`src/video_timing_pkg.sv`:
```
`default_nettype none

package video_timing_pkg;

	typedef logic [10:0] count_t;   // Pixel or line count or threshold
	typedef logic [3:0]  sw_code_t; // Raw switch code

	////////////////////////////////////////////////////////////////////////////
	// Switch codes per display format
	////////////////////////////////////////////////////////////////////////////
	localparam sw_code_t SW_VGA      = 4'b0000;
	localparam sw_code_t SW_SVGA     = 4'b0001;
	localparam sw_code_t SW_HDTV720P = 4'b0010; // Also any unlisted code
	localparam sw_code_t SW_XGA      = 4'b0011;
	localparam sw_code_t SW_SXGA     = 4'b1000;
	localparam sw_code_t SW_CAMERA   = 4'b1001;

	localparam int SW_SYNC_STAGES = 2; // Switch synchronizer depth
	localparam int OUT_LATENCY    = 2; // Register stages in the output aligner

	////////////////////////////////////////////////////////////////////////////
	// Per-format timing in pixels and lines
	////////////////////////////////////////////////////////////////////////////
	// 640x480@60
	localparam count_t HPIXELS_VGA      = 11'd640;
	localparam count_t HFNPRCH_VGA      = 11'd16;
	localparam count_t HSYNCPW_VGA      = 11'd96;
	localparam count_t HBKPRCH_VGA      = 11'd48;
	localparam count_t VLINES_VGA       = 11'd480;
	localparam count_t VFNPRCH_VGA      = 11'd11;
	localparam count_t VSYNCPW_VGA      = 11'd2;
	localparam count_t VBKPRCH_VGA      = 11'd31;
	localparam logic   NEG_POLARITY_VGA = 1'b1; // Syncs idle high

	// 800x600@60
	localparam count_t HPIXELS_SVGA      = 11'd800;
	localparam count_t HFNPRCH_SVGA      = 11'd40;
	localparam count_t HSYNCPW_SVGA      = 11'd128;
	localparam count_t HBKPRCH_SVGA      = 11'd88;
	localparam count_t VLINES_SVGA       = 11'd600;
	localparam count_t VFNPRCH_SVGA      = 11'd1;
	localparam count_t VSYNCPW_SVGA      = 11'd4;
	localparam count_t VBKPRCH_SVGA      = 11'd23;
	localparam logic   NEG_POLARITY_SVGA = 1'b0;

	// 1024x768@60
	localparam count_t HPIXELS_XGA      = 11'd1024;
	localparam count_t HFNPRCH_XGA      = 11'd24;
	localparam count_t HSYNCPW_XGA      = 11'd136;
	localparam count_t HBKPRCH_XGA      = 11'd160;
	localparam count_t VLINES_XGA       = 11'd768;
	localparam count_t VFNPRCH_XGA      = 11'd3;
	localparam count_t VSYNCPW_XGA      = 11'd6;
	localparam count_t VBKPRCH_XGA      = 11'd29;
	localparam logic   NEG_POLARITY_XGA = 1'b1; // Syncs idle high

	// 1280x720@60 power-on default
	localparam count_t HPIXELS_HDTV720P      = 11'd1280;
	localparam count_t HFNPRCH_HDTV720P      = 11'd110;
	localparam count_t HSYNCPW_HDTV720P      = 11'd40;
	localparam count_t HBKPRCH_HDTV720P      = 11'd220;
	localparam count_t VLINES_HDTV720P       = 11'd720;
	localparam count_t VFNPRCH_HDTV720P      = 11'd5;
	localparam count_t VSYNCPW_HDTV720P      = 11'd5;
	localparam count_t VBKPRCH_HDTV720P      = 11'd20;
	localparam logic   NEG_POLARITY_HDTV720P = 1'b0;

	// 1280x1024@60
	localparam count_t HPIXELS_SXGA      = 11'd1280;
	localparam count_t HFNPRCH_SXGA      = 11'd48;
	localparam count_t HSYNCPW_SXGA      = 11'd112;
	localparam count_t HBKPRCH_SXGA      = 11'd248;
	localparam count_t VLINES_SXGA       = 11'd1024;
	localparam count_t VFNPRCH_SXGA      = 11'd1;
	localparam count_t VSYNCPW_SXGA      = 11'd3;
	localparam count_t VBKPRCH_SXGA      = 11'd38;
	localparam logic   NEG_POLARITY_SXGA = 1'b0;

	// Camera 1280x720 with trimmed sync widths
	localparam count_t HPIXELS_CAMERA      = 11'd1280;
	localparam count_t HFNPRCH_CAMERA      = 11'd110;
	localparam count_t HSYNCPW_CAMERA      = 11'd39;
	localparam count_t HBKPRCH_CAMERA      = 11'd220;
	localparam count_t VLINES_CAMERA       = 11'd720;
	localparam count_t VFNPRCH_CAMERA      = 11'd4;
	localparam count_t VSYNCPW_CAMERA      = 11'd4;
	localparam count_t VBKPRCH_CAMERA      = 11'd22;
	localparam logic   NEG_POLARITY_CAMERA = 1'b0;

endpackage

`default_nettype wire

```
`src/timing_if.sv`:
```
`timescale 1ns/100ps
`default_nettype none

interface timing_if
	import video_timing_pkg::*;
();

	count_t hsblnk;       // Last live pixel
	count_t hssync;       // Hsync goes active after this count
	count_t hesync;       // Last hsync count
	count_t heblnk;       // Last count of the line
	count_t vsblnk;       // Last live line
	count_t vssync;
	count_t vesync;
	count_t veblnk;       // Last line of the frame
	logic   neg_polarity; // 1 = syncs idle high
	logic   restart;      // One-cycle pulse on a format change

	modport src (
		output hsblnk, hssync, hesync, heblnk,
		output vsblnk, vssync, vesync, veblnk,
		output neg_polarity, restart
	);

	modport cnt (
		input hsblnk, hssync, hesync, heblnk,
		input vsblnk, vssync, vesync, veblnk,
		input restart
	);

	modport out (input neg_polarity, restart);

endinterface

`default_nettype wire

```
`src/mode_select.sv`:
```
`timescale 1ns/100ps
`default_nettype none

module mode_select
	import video_timing_pkg::*;
(
	input  logic     clk50m_bufg,
	input  logic     RSTBTN,
	input  sw_code_t sw,
	timing_if.src    tif
);

	sw_code_t sw_sync [SW_SYNC_STAGES]; // Switch synchronizer chain
	sw_code_t cur_code;                 // Format currently running
	sw_code_t sel_code;                 // Code fed to the lookup
	logic     change;
	count_t   t_hpix;
	count_t   t_hfp;
	count_t   t_hsw;
	count_t   t_hbp;
	count_t   t_vlin;
	count_t   t_vfp;
	count_t   t_vsw;
	count_t   t_vbp;
	logic     t_neg;

	// Two flop synchronizer without debounce
	always_ff @(posedge clk50m_bufg) begin
		if (RSTBTN) begin
			for (int i = 0; i < SW_SYNC_STAGES; i++)
				sw_sync[i] <= SW_HDTV720P;
		end else begin
			sw_sync[0] <= sw;
			for (int i = 1; i < SW_SYNC_STAGES; i++)
				sw_sync[i] <= sw_sync[i-1];
		end
	end

	assign change   = (sw_sync[SW_SYNC_STAGES-1] != cur_code); // Any new code restarts
	assign sel_code = RSTBTN ? SW_HDTV720P : sw_sync[SW_SYNC_STAGES-1];

	////////////////////////////////////////////////////////////////////////////
	// Format table
	////////////////////////////////////////////////////////////////////////////
	always_comb begin
		case (sel_code)
			SW_VGA: begin
				t_neg = NEG_POLARITY_VGA;
				{t_hpix, t_hfp, t_hsw, t_hbp} = {HPIXELS_VGA, HFNPRCH_VGA, HSYNCPW_VGA, HBKPRCH_VGA};
				{t_vlin, t_vfp, t_vsw, t_vbp} = {VLINES_VGA, VFNPRCH_VGA, VSYNCPW_VGA, VBKPRCH_VGA};
			end
			SW_SVGA: begin
				t_neg = NEG_POLARITY_SVGA;
				{t_hpix, t_hfp, t_hsw, t_hbp} =
					{HPIXELS_SVGA, HFNPRCH_SVGA, HSYNCPW_SVGA, HBKPRCH_SVGA};
				{t_vlin, t_vfp, t_vsw, t_vbp} =
					{VLINES_SVGA, VFNPRCH_SVGA, VSYNCPW_SVGA, VBKPRCH_SVGA};
			end
			SW_XGA: begin
				t_neg = NEG_POLARITY_XGA;
				{t_hpix, t_hfp, t_hsw, t_hbp} = {HPIXELS_XGA, HFNPRCH_XGA, HSYNCPW_XGA, HBKPRCH_XGA};
				{t_vlin, t_vfp, t_vsw, t_vbp} = {VLINES_XGA, VFNPRCH_XGA, VSYNCPW_XGA, VBKPRCH_XGA};
			end
			SW_SXGA: begin
				t_neg = NEG_POLARITY_SXGA;
				{t_hpix, t_hfp, t_hsw, t_hbp} =
					{HPIXELS_SXGA, HFNPRCH_SXGA, HSYNCPW_SXGA, HBKPRCH_SXGA};
				{t_vlin, t_vfp, t_vsw, t_vbp} =
					{VLINES_SXGA, VFNPRCH_SXGA, VSYNCPW_SXGA, VBKPRCH_SXGA};
			end
			SW_CAMERA: begin
				t_neg = NEG_POLARITY_CAMERA;
				{t_hpix, t_hfp, t_hsw, t_hbp} =
					{HPIXELS_CAMERA, HFNPRCH_CAMERA, HSYNCPW_CAMERA, HBKPRCH_CAMERA};
				{t_vlin, t_vfp, t_vsw, t_vbp} =
					{VLINES_CAMERA, VFNPRCH_CAMERA, VSYNCPW_CAMERA, VBKPRCH_CAMERA};
			end
			default: begin // 720p for SW_HDTV720P or any unlisted code
				t_neg = NEG_POLARITY_HDTV720P;
				{t_hpix, t_hfp, t_hsw, t_hbp} =
					{HPIXELS_HDTV720P, HFNPRCH_HDTV720P, HSYNCPW_HDTV720P, HBKPRCH_HDTV720P};
				{t_vlin, t_vfp, t_vsw, t_vbp} =
					{VLINES_HDTV720P, VFNPRCH_HDTV720P, VSYNCPW_HDTV720P, VBKPRCH_HDTV720P};
			end
		endcase
	end

	// Code and restart pulse
	always_ff @(posedge clk50m_bufg) begin
		if (RSTBTN) begin
			cur_code    <= SW_HDTV720P;
			tif.restart <= 1'b0;
		end else begin
			cur_code    <= sw_sync[SW_SYNC_STAGES-1];
			tif.restart <= change; // Same edge as the new thresholds
		end
	end

	// Thresholds only move on reset or a format change
	always_ff @(posedge clk50m_bufg) begin
		if (RSTBTN || change) begin
			tif.hsblnk       <= t_hpix - 11'd1;
			tif.hssync       <= t_hpix - 11'd1 + t_hfp;
			tif.hesync       <= t_hpix - 11'd1 + t_hfp + t_hsw;
			tif.heblnk       <= t_hpix - 11'd1 + t_hfp + t_hsw + t_hbp;
			tif.vsblnk       <= t_vlin - 11'd1;
			tif.vssync       <= t_vlin - 11'd1 + t_vfp;
			tif.vesync       <= t_vlin - 11'd1 + t_vfp + t_vsw;
			tif.veblnk       <= t_vlin - 11'd1 + t_vfp + t_vsw + t_vbp;
			tif.neg_polarity <= t_neg;
		end
	end

endmodule

`default_nettype wire

```
`src/timing_counter.sv`:
```
`timescale 1ns/100ps
`default_nettype none

module timing_counter
	import video_timing_pkg::*;
(
	input  logic   clk50m_bufg,
	input  logic   RSTBTN,
	timing_if.cnt  tif,
	output count_t hcount,
	output count_t vcount,
	output logic   hblnk,
	output logic   vblnk,
	output logic   hsync_act,
	output logic   vsync_act
);

	count_t h_next; // Count value for the coming cycle
	count_t v_next;
	logic   h_wrap; // Last pixel of the line
	logic   v_wrap; // Last line of the frame

	////////////////////////////////////////////////////////////////////////////
	// Next-count logic
	////////////////////////////////////////////////////////////////////////////
	always_comb begin
		h_wrap = (hcount >= tif.heblnk);
		v_wrap = (vcount >= tif.veblnk);
		h_next = h_wrap ? '0 : hcount + 11'd1;
		v_next = vcount;
		if (h_wrap) begin
			v_next = v_wrap ? '0 : vcount + 11'd1; // Line advances on pixel wrap
		end
		if (tif.restart) begin
			// New format starts at the top left
			h_next = '0;
			v_next = '0;
		end
	end

	// Flags come from the next count so they line up with it
	always_ff @(posedge clk50m_bufg) begin
		if (RSTBTN) begin
			hcount    <= '0;
			vcount    <= '0;
			hblnk     <= 1'b0;
			vblnk     <= 1'b0;
			hsync_act <= 1'b0;
			vsync_act <= 1'b0;
		end else begin
			hcount    <= h_next;
			vcount    <= v_next;
			hblnk     <= (h_next > tif.hsblnk);  // Past last live pixel
			hsync_act <= (h_next > tif.hssync) && (h_next <= tif.hesync);
			vblnk     <= (v_next > tif.vsblnk);  // Past last live line
			vsync_act <= (v_next > tif.vssync) && (v_next <= tif.vesync);
		end
	end

endmodule

`default_nettype wire

```
`src/sync_output.sv`:
```
`timescale 1ns/100ps
`default_nettype none

module sync_output
	import video_timing_pkg::*;
(
	input  logic   clk50m_bufg,
	input  logic   RSTBTN,
	timing_if.out  tif,
	input  count_t hcount_in,
	input  count_t vcount_in,
	input  logic   hblnk,
	input  logic   vblnk,
	input  logic   hsync_act,
	input  logic   vsync_act,
	output logic   hsync,
	output logic   vsync,
	output logic   de,
	output count_t hcount,
	output count_t vcount
);

	logic   hsync_q; // Stage 1
	logic   vsync_q;
	logic   de_q;
	count_t hcount_q;
	count_t vcount_q;

	always_ff @(posedge clk50m_bufg) begin
		if (RSTBTN) begin
			// 720p idle levels
			hsync_q  <= NEG_POLARITY_HDTV720P;
			vsync_q  <= NEG_POLARITY_HDTV720P;
			de_q     <= 1'b0;
			hcount_q <= '0;
			vcount_q <= '0;
			hsync    <= NEG_POLARITY_HDTV720P;
			vsync    <= NEG_POLARITY_HDTV720P;
			de       <= 1'b0;
			hcount   <= '0;
			vcount   <= '0;
		end else begin
			if (tif.restart) begin
				// Load the cleared state a cycle ahead of the counter
				hsync_q  <= tif.neg_polarity;
				vsync_q  <= tif.neg_polarity;
				de_q     <= 1'b0;
				hcount_q <= '0;
				vcount_q <= '0;
			end else begin
				hsync_q  <= hsync_act ^ tif.neg_polarity; // Polarity applied here
				vsync_q  <= vsync_act ^ tif.neg_polarity;
				de_q     <= !hblnk && !vblnk;
				hcount_q <= hcount_in;
				vcount_q <= vcount_in;
			end
			// Stage 2
			hsync  <= hsync_q;
			vsync  <= vsync_q;
			de     <= de_q && !tif.restart; // No partial line shows as live
			hcount <= hcount_q;
			vcount <= vcount_q;
		end
	end

endmodule

`default_nettype wire

```
`src/video_timing_top.sv`:
```
`timescale 1ns/100ps
`default_nettype none

module video_timing_top
	import video_timing_pkg::*;
(
	input  logic     clk50m_bufg,
	input  logic     RSTBTN,
	input  sw_code_t sw,    // Format select switches
	output logic     hsync,
	output logic     vsync,
	output logic     de,
	output count_t   hcount,
	output count_t   vcount
);

	timing_if tif (); // Thresholds, polarity, restart

	count_t cnt_hcount; // Raw counter state
	count_t cnt_vcount;
	logic   cnt_hblnk;
	logic   cnt_vblnk;
	logic   cnt_hsync_act;
	logic   cnt_vsync_act;

	////////////////////////////////////////////////////////////////////////////
	// Format select, counting, output alignment
	////////////////////////////////////////////////////////////////////////////
	mode_select u_mode_select (
		.clk50m_bufg (clk50m_bufg),
		.RSTBTN      (RSTBTN),
		.sw          (sw),
		.tif         (tif.src)
	);

	timing_counter u_timing_counter (
		.clk50m_bufg (clk50m_bufg),
		.RSTBTN      (RSTBTN),
		.tif         (tif.cnt),
		.hcount      (cnt_hcount),
		.vcount      (cnt_vcount),
		.hblnk       (cnt_hblnk),
		.vblnk       (cnt_vblnk),
		.hsync_act   (cnt_hsync_act),
		.vsync_act   (cnt_vsync_act)
	);

	sync_output u_sync_output (
		.clk50m_bufg (clk50m_bufg),
		.RSTBTN      (RSTBTN),
		.tif         (tif.out),
		.hcount_in   (cnt_hcount),
		.vcount_in   (cnt_vcount),
		.hblnk       (cnt_hblnk),
		.vblnk       (cnt_vblnk),
		.hsync_act   (cnt_hsync_act),
		.vsync_act   (cnt_vsync_act),
		.hsync       (hsync),
		.vsync       (vsync),
		.de          (de),
		.hcount      (hcount),
		.vcount      (vcount)
	);

endmodule

`default_nettype wire

```
`config.mk`:
```
export PLATFORM = sky130hd
export DESIGN_NAME = video_timing_top
export DESIGN_NICKNAME = d
export VERILOG_FILES = /design/src/video_timing_pkg.sv /design/src/timing_if.sv /design/src/mode_select.sv /design/src/timing_counter.sv /design/src/sync_output.sv /design/src/video_timing_top.sv
export SDC_FILE = /design/constraint.sdc
export NUM_CORES = 1
export LEC_CHECK = 0
export ABC_AREA = 1
export BUFFER_PORTS_ARGS = -buffer_cell sky130_fd_sc_hd__buf_4
export CORE_MARGIN = 3
export CORE_UTILIZATION = 42
export CTS_CLUSTER_SIZE = 25
export DETAILED_ROUTE_END_ITERATION = 8
export PLACE_DENSITY = 0.55
export SKIP_LAST_GASP = 1
export SYNTH_ARGS = -nofsm -noshare
export SYNTH_HDL_FRONTEND = slang
export SYNTH_SLANG_ARGS = --single-unit
```
`constraint.sdc`:
```
create_clock -name clk50m_bufg -period 4.05 [get_ports clk50m_bufg]
set_clock_uncertainty 0.15 [all_clocks]
set_input_delay 0.2025 -clock clk50m_bufg [delete_from_list [all_inputs] [get_ports clk50m_bufg]]
set_output_delay 0.2025 -clock clk50m_bufg [all_outputs]
set_load 0.05 [all_outputs]
```
==> impl_results.md <==
- Element type at the critical path end: register
- I/O Buffers: 30
- Number of detailed-routing iterations run before antenna repair: 4
- Area of the die: 22,800 um^2
- Maximum number of pins on one net before global-route repair: 59
- Worst slew slack as a fraction of its limit: 44.8%
- Tightest Hold Check Type: reg2reg
- Fraction of registers with async set or reset after synthesis: 0%
- Final HPWL from detailed placement: 14,200 um
- Final routed DRC violation total: 0
- Number of antenna violations at the first check in global routing: 0
- Nets: 1,165
- Wirelength per Cell: 13.7 um
- Sw Ratio: 27.4%
- Total via count in the routed design: 6,199
- Endpoint of the worst hold path: u_sync_output.hcount[0]
- Remaining antenna violation count after routing: 0
- Data arrival time of the critical path: 3.78 ns
- Count of yosys warnings during synthesis: 0
- Most common cell in the synthesized netlist: sky130_fd_sc_hd__inv_1
- Row count: 52
- Clock network fraction of total power: 38.2%
- Number of cells on the worst reg-to-reg path: 22
- Area overhead of the layout relative to synthesis: 14.9%
- Crit path largest cell delay: 0.54 ns
- Top-level port count: 31
- Antenna Diode Count: 0
- Sequential share of power: 48.9%
- R2r startpoint: u_mode_select.sw_sync[0][4]
- Number of distinct library cells after synthesis: 45
- Main synth FF type: sky130_fd_sc_hd__dfxtp_1
- Gr usage total: 17.2%
- WL final: 18,400 um
- Die extent in y: 151 um
- Final clock period utilization by the worst path: 92.5%
- Netlist area before placement: 8820 um^2
- Max Transition Viols Final: 0
- CTS HTree Levels: 4
- Crit-path cells: dlygate4sd3_1 -> buf_4 -> nor2_4 -> nand2_4 -> or2_2 -> ha_1 -> inv_1 -> ha_1 -> nand2_1 -> inv_1 -> nand2_1 -> nand2_1 -> xnor2_1 -> inv_1 -> ha_2 -> nand2_2 -> nor2_1 -> a211oi_2 -> o31ai_4 -> nand2_1 -> nand2_1 -> nand3_1 -> nand2_1
- Average vias per placed instance: 4.64
- Worst VDD drop: 226 uV
- Via count of the first global-routing pass: 5,986
- Leak Pwr: 0.00483 uW
- Final Core Density: 49.6%
- Capture point of the worst reg-to-reg path: u_mode_select.tif.heblnk[9]
- RSZ-0062 raised after global routing: no
- Worst hold path depth: 2
- Pwr Density: 387 nW/um^2
- Most area-consuming cells after synthesis: sky130_fd_sc_hd__edfxtp_1 26%, sky130_fd_sc_hd__dfxtp_1 20%, sky130_fd_sc_hd__ha_1 14%
- CP startpoint kind: input port
- Iteration-0 DRC Markers: 299
- Most frequent cell on the critical path: sky130_fd_sc_hd__nand2_1
- Clock Path Buffers: 2
- Post-synthesis sequential area ratio: 45.7%
- Global placement routability congestion: 0.838
- Number of buffers added by the clock tree synthesis step: 17
- Commonest cells in the netlist: 199 x sky130_fd_sc_hd__inv_1, 133 x sky130_fd_sc_hd__nand2_1, 109 x sky130_fd_sc_hd__nor2_1
- Aggregate global routing overflow: 0
- Root buffer selected by CTS: sky130_fd_sc_hd__clkbuf_16
- Number of setup violations in the final report: 0
- Largest delay share family, worst path: simple AND/OR/NAND/NOR gates
- Internal power consumption: 2850 uW
- Setup Slack @ Placement: 0.105 ns
- Transition time at the pin with the least slew margin: 0.826 ns
- Final-report hold violation count: 0
- Run status: complete, no violations
- CTS tree: done
- Combinational share of power: 12.8%
- Reg-to-reg setup timing slack: 0.33 ns
- Launch point of the worst path: RSTBTN
- Maximum operating frequency: 267 MHz
- Critical setup path kind: in2reg
- First-pass GRT wire length: 30,300 um
- Maximum fanout encountered on the critical timing path: 7
- Standard cell with the maximum stage delay on the critical path: sky130_fd_sc_hd__dlygate4sd3_1
- Data required, critical path: 4.08 ns
- Number of standard cells after synthesis: 995
- Design area: 10,100 um^2
- Number of enable-type register cells in the synthesized netlist: 75
- Average cell area after synthesis: 8.86 um^2
- Layout cell share with drive strength beyond 1: 12.6%
- Buffers & Inverters on Critical Path: 5
- Skew-Pair Late Insertion Delay: 0.42 ns
- Hold Crit Start: u_sync_output.hcount_q[0]
- Die outline width: 151 um
- Clock Sinks: 164
- Register bit count reported by yosys: 164
- Library cell occupying the most area in the post-synthesis netlist: sky130_fd_sc_hd__edfxtp_1
- Accumulated negative setup slack: 0 ns
- Period minus WS final: 3.75 ns
- Yosys top cell area share: 25.5%
- Max-cap violations: 0
- Final worst setup slack: 0.303 ns
- Clock transition time at the flip-flop clock pins of the worst setup and hold paths: 0.07 ns
- DP Area: 9450 um^2
- Switching power: 1080 uW
- Starting density of the core: 43.2%
- Area inside the core boundary: 20,400 um^2
[metrics by stage]
| stage | cells | power, uW | hold WS (ns) |
|---|---|---|---|
| final | 1337 | 3920 | 0.246 |
| after floorplan | 996 | 2290 | 0.156 |
| after global routing | 1337 | 4130 | 0.255 |
| after detailed placement | 1297 | 2440 | 0.232 |
| after global placement | 1297 | 2440 | 0.234 |
| after CTS | 1334 | 3960 | 0.243 |
[worst reg2reg max path, delay by kind of cell, from the launching register on]
kind            cells  cell delay (ns)
flops               1             0.38
buf+inv             4             0.31
simple gates       12             1.25
xor+xnor            1             0.12
compound gates      2             0.33
fa+ha+maj           3             0.95
[cell usage in the layout (no fill, tap or decap), types with 7 or more instances in the layout]
master and instances:
sky130_fd_sc_hd__a21oi_1 54, sky130_fd_sc_hd__buf_4 47, sky130_fd_sc_hd__clkbuf_16 17, sky130_fd_sc_hd__dfxtp_1 88, sky130_fd_sc_hd__edfxtp_1 75, sky130_fd_sc_hd__ha_1 100
sky130_fd_sc_hd__inv_1 199, sky130_fd_sc_hd__inv_2 9, sky130_fd_sc_hd__nand2_1 130, sky130_fd_sc_hd__nand2_2 10, sky130_fd_sc_hd__nand2_4 7, sky130_fd_sc_hd__nand3_1 32
sky130_fd_sc_hd__nand4_1 12, sky130_fd_sc_hd__nor2_1 107, sky130_fd_sc_hd__nor3_1 26, sky130_fd_sc_hd__o21ai_0 27, sky130_fd_sc_hd__xor2_1 33
[flip-flops by register name, summed over array words and instances, names as in the netlist, 4 cells and up]
register / flops
u_timing_counter.vcount: 11
u_mode_select.tif.hssync: 9
u_mode_select.tif.vssync: 11
u_mode_select.tif.vsblnk: 8
u_sync_output.hcount_q: 11
u_sync_output.vcount: 11
u_mode_select.tif.veblnk: 11
u_sync_output.hcount: 11
u_mode_select.tif.hesync: 9
u_timing_counter.hcount: 11
u_sync_output.vcount_q: 11
u_mode_select.cur_code: 4
u_mode_select.tif.heblnk: 10
u_mode_select.sw_sync: 8
u_mode_select.tif.vesync: 11
u_mode_select.tif.hsblnk: 5
[cell families after synthesis]
group / after synthesis / synth area share, %
compound gates: 103 / 6.31
xor+xnor: 40 / 4.19
fa+ha+maj: 105 / 15.2
buf+inv: 224 / 9.65
flops: 164 / 45.7
other cells: 2 / 0.0852
simple gates: 357 / 18.9
[power groups by stage]
stage | clock [uW] | combinational, uW | sequential (uW)
final | 1500 | 504 | 1920
after floorplan | 0 | 358 | 1940
after detailed placement | 0 | 488 | 1960
after global routing | 1610 | 586 | 1930
after global placement | 0 | 484 | 1960
after CTS | 1540 | 495 | 1920
[routing by layer]
metal | vias to the layer above | wire [um] | track usage, %
met5 | - | 0 | 0
met4 | 0 | 192 | 4.94
met3 | 9 | 452 | 2.81
met2 | 71 | 8160 | 26.2
met1 | 2790 | 9560 | 25.1
li1 | 3329 | - | -
[worst max path at each step]
stage | to | slack [ns] | cells after the start
after detailed placement | u_mode_select.tif.heblnk[8] | 0.10 | 19
final | u_mode_select.tif.heblnk[9] | 0.30 | 23
after CTS | u_mode_select.tif.heblnk[8] | 0.09 | 21
after global routing | u_mode_select.tif.heblnk[9] | 0.005 | 23
after global placement | u_mode_select.tif.heblnk[8] | 0.1 | 19
after floorplan | u_mode_select.tif.heblnk[9] | 0.42 | 18
[cell type report]
class                   count  area [um^2]
fillers                  1980        10300
flip-flops and latches    164         4040
multi-input cells         608         4000
inverters                 210          788
clock buffers              18          429
repair buffers             53          423
well taps                 270          338
clock inverters            14          116
[repair_timing]
action | 4_1_cts | 5_1_grt
hold endpoints to repair | 7 | 0
setup buffers | 0 | 3
setup endpoints to repair | 0 | 8
hold buffers | 5 | 0
resized for setup | 0 | 18
(Power assumes the default switching activity.)
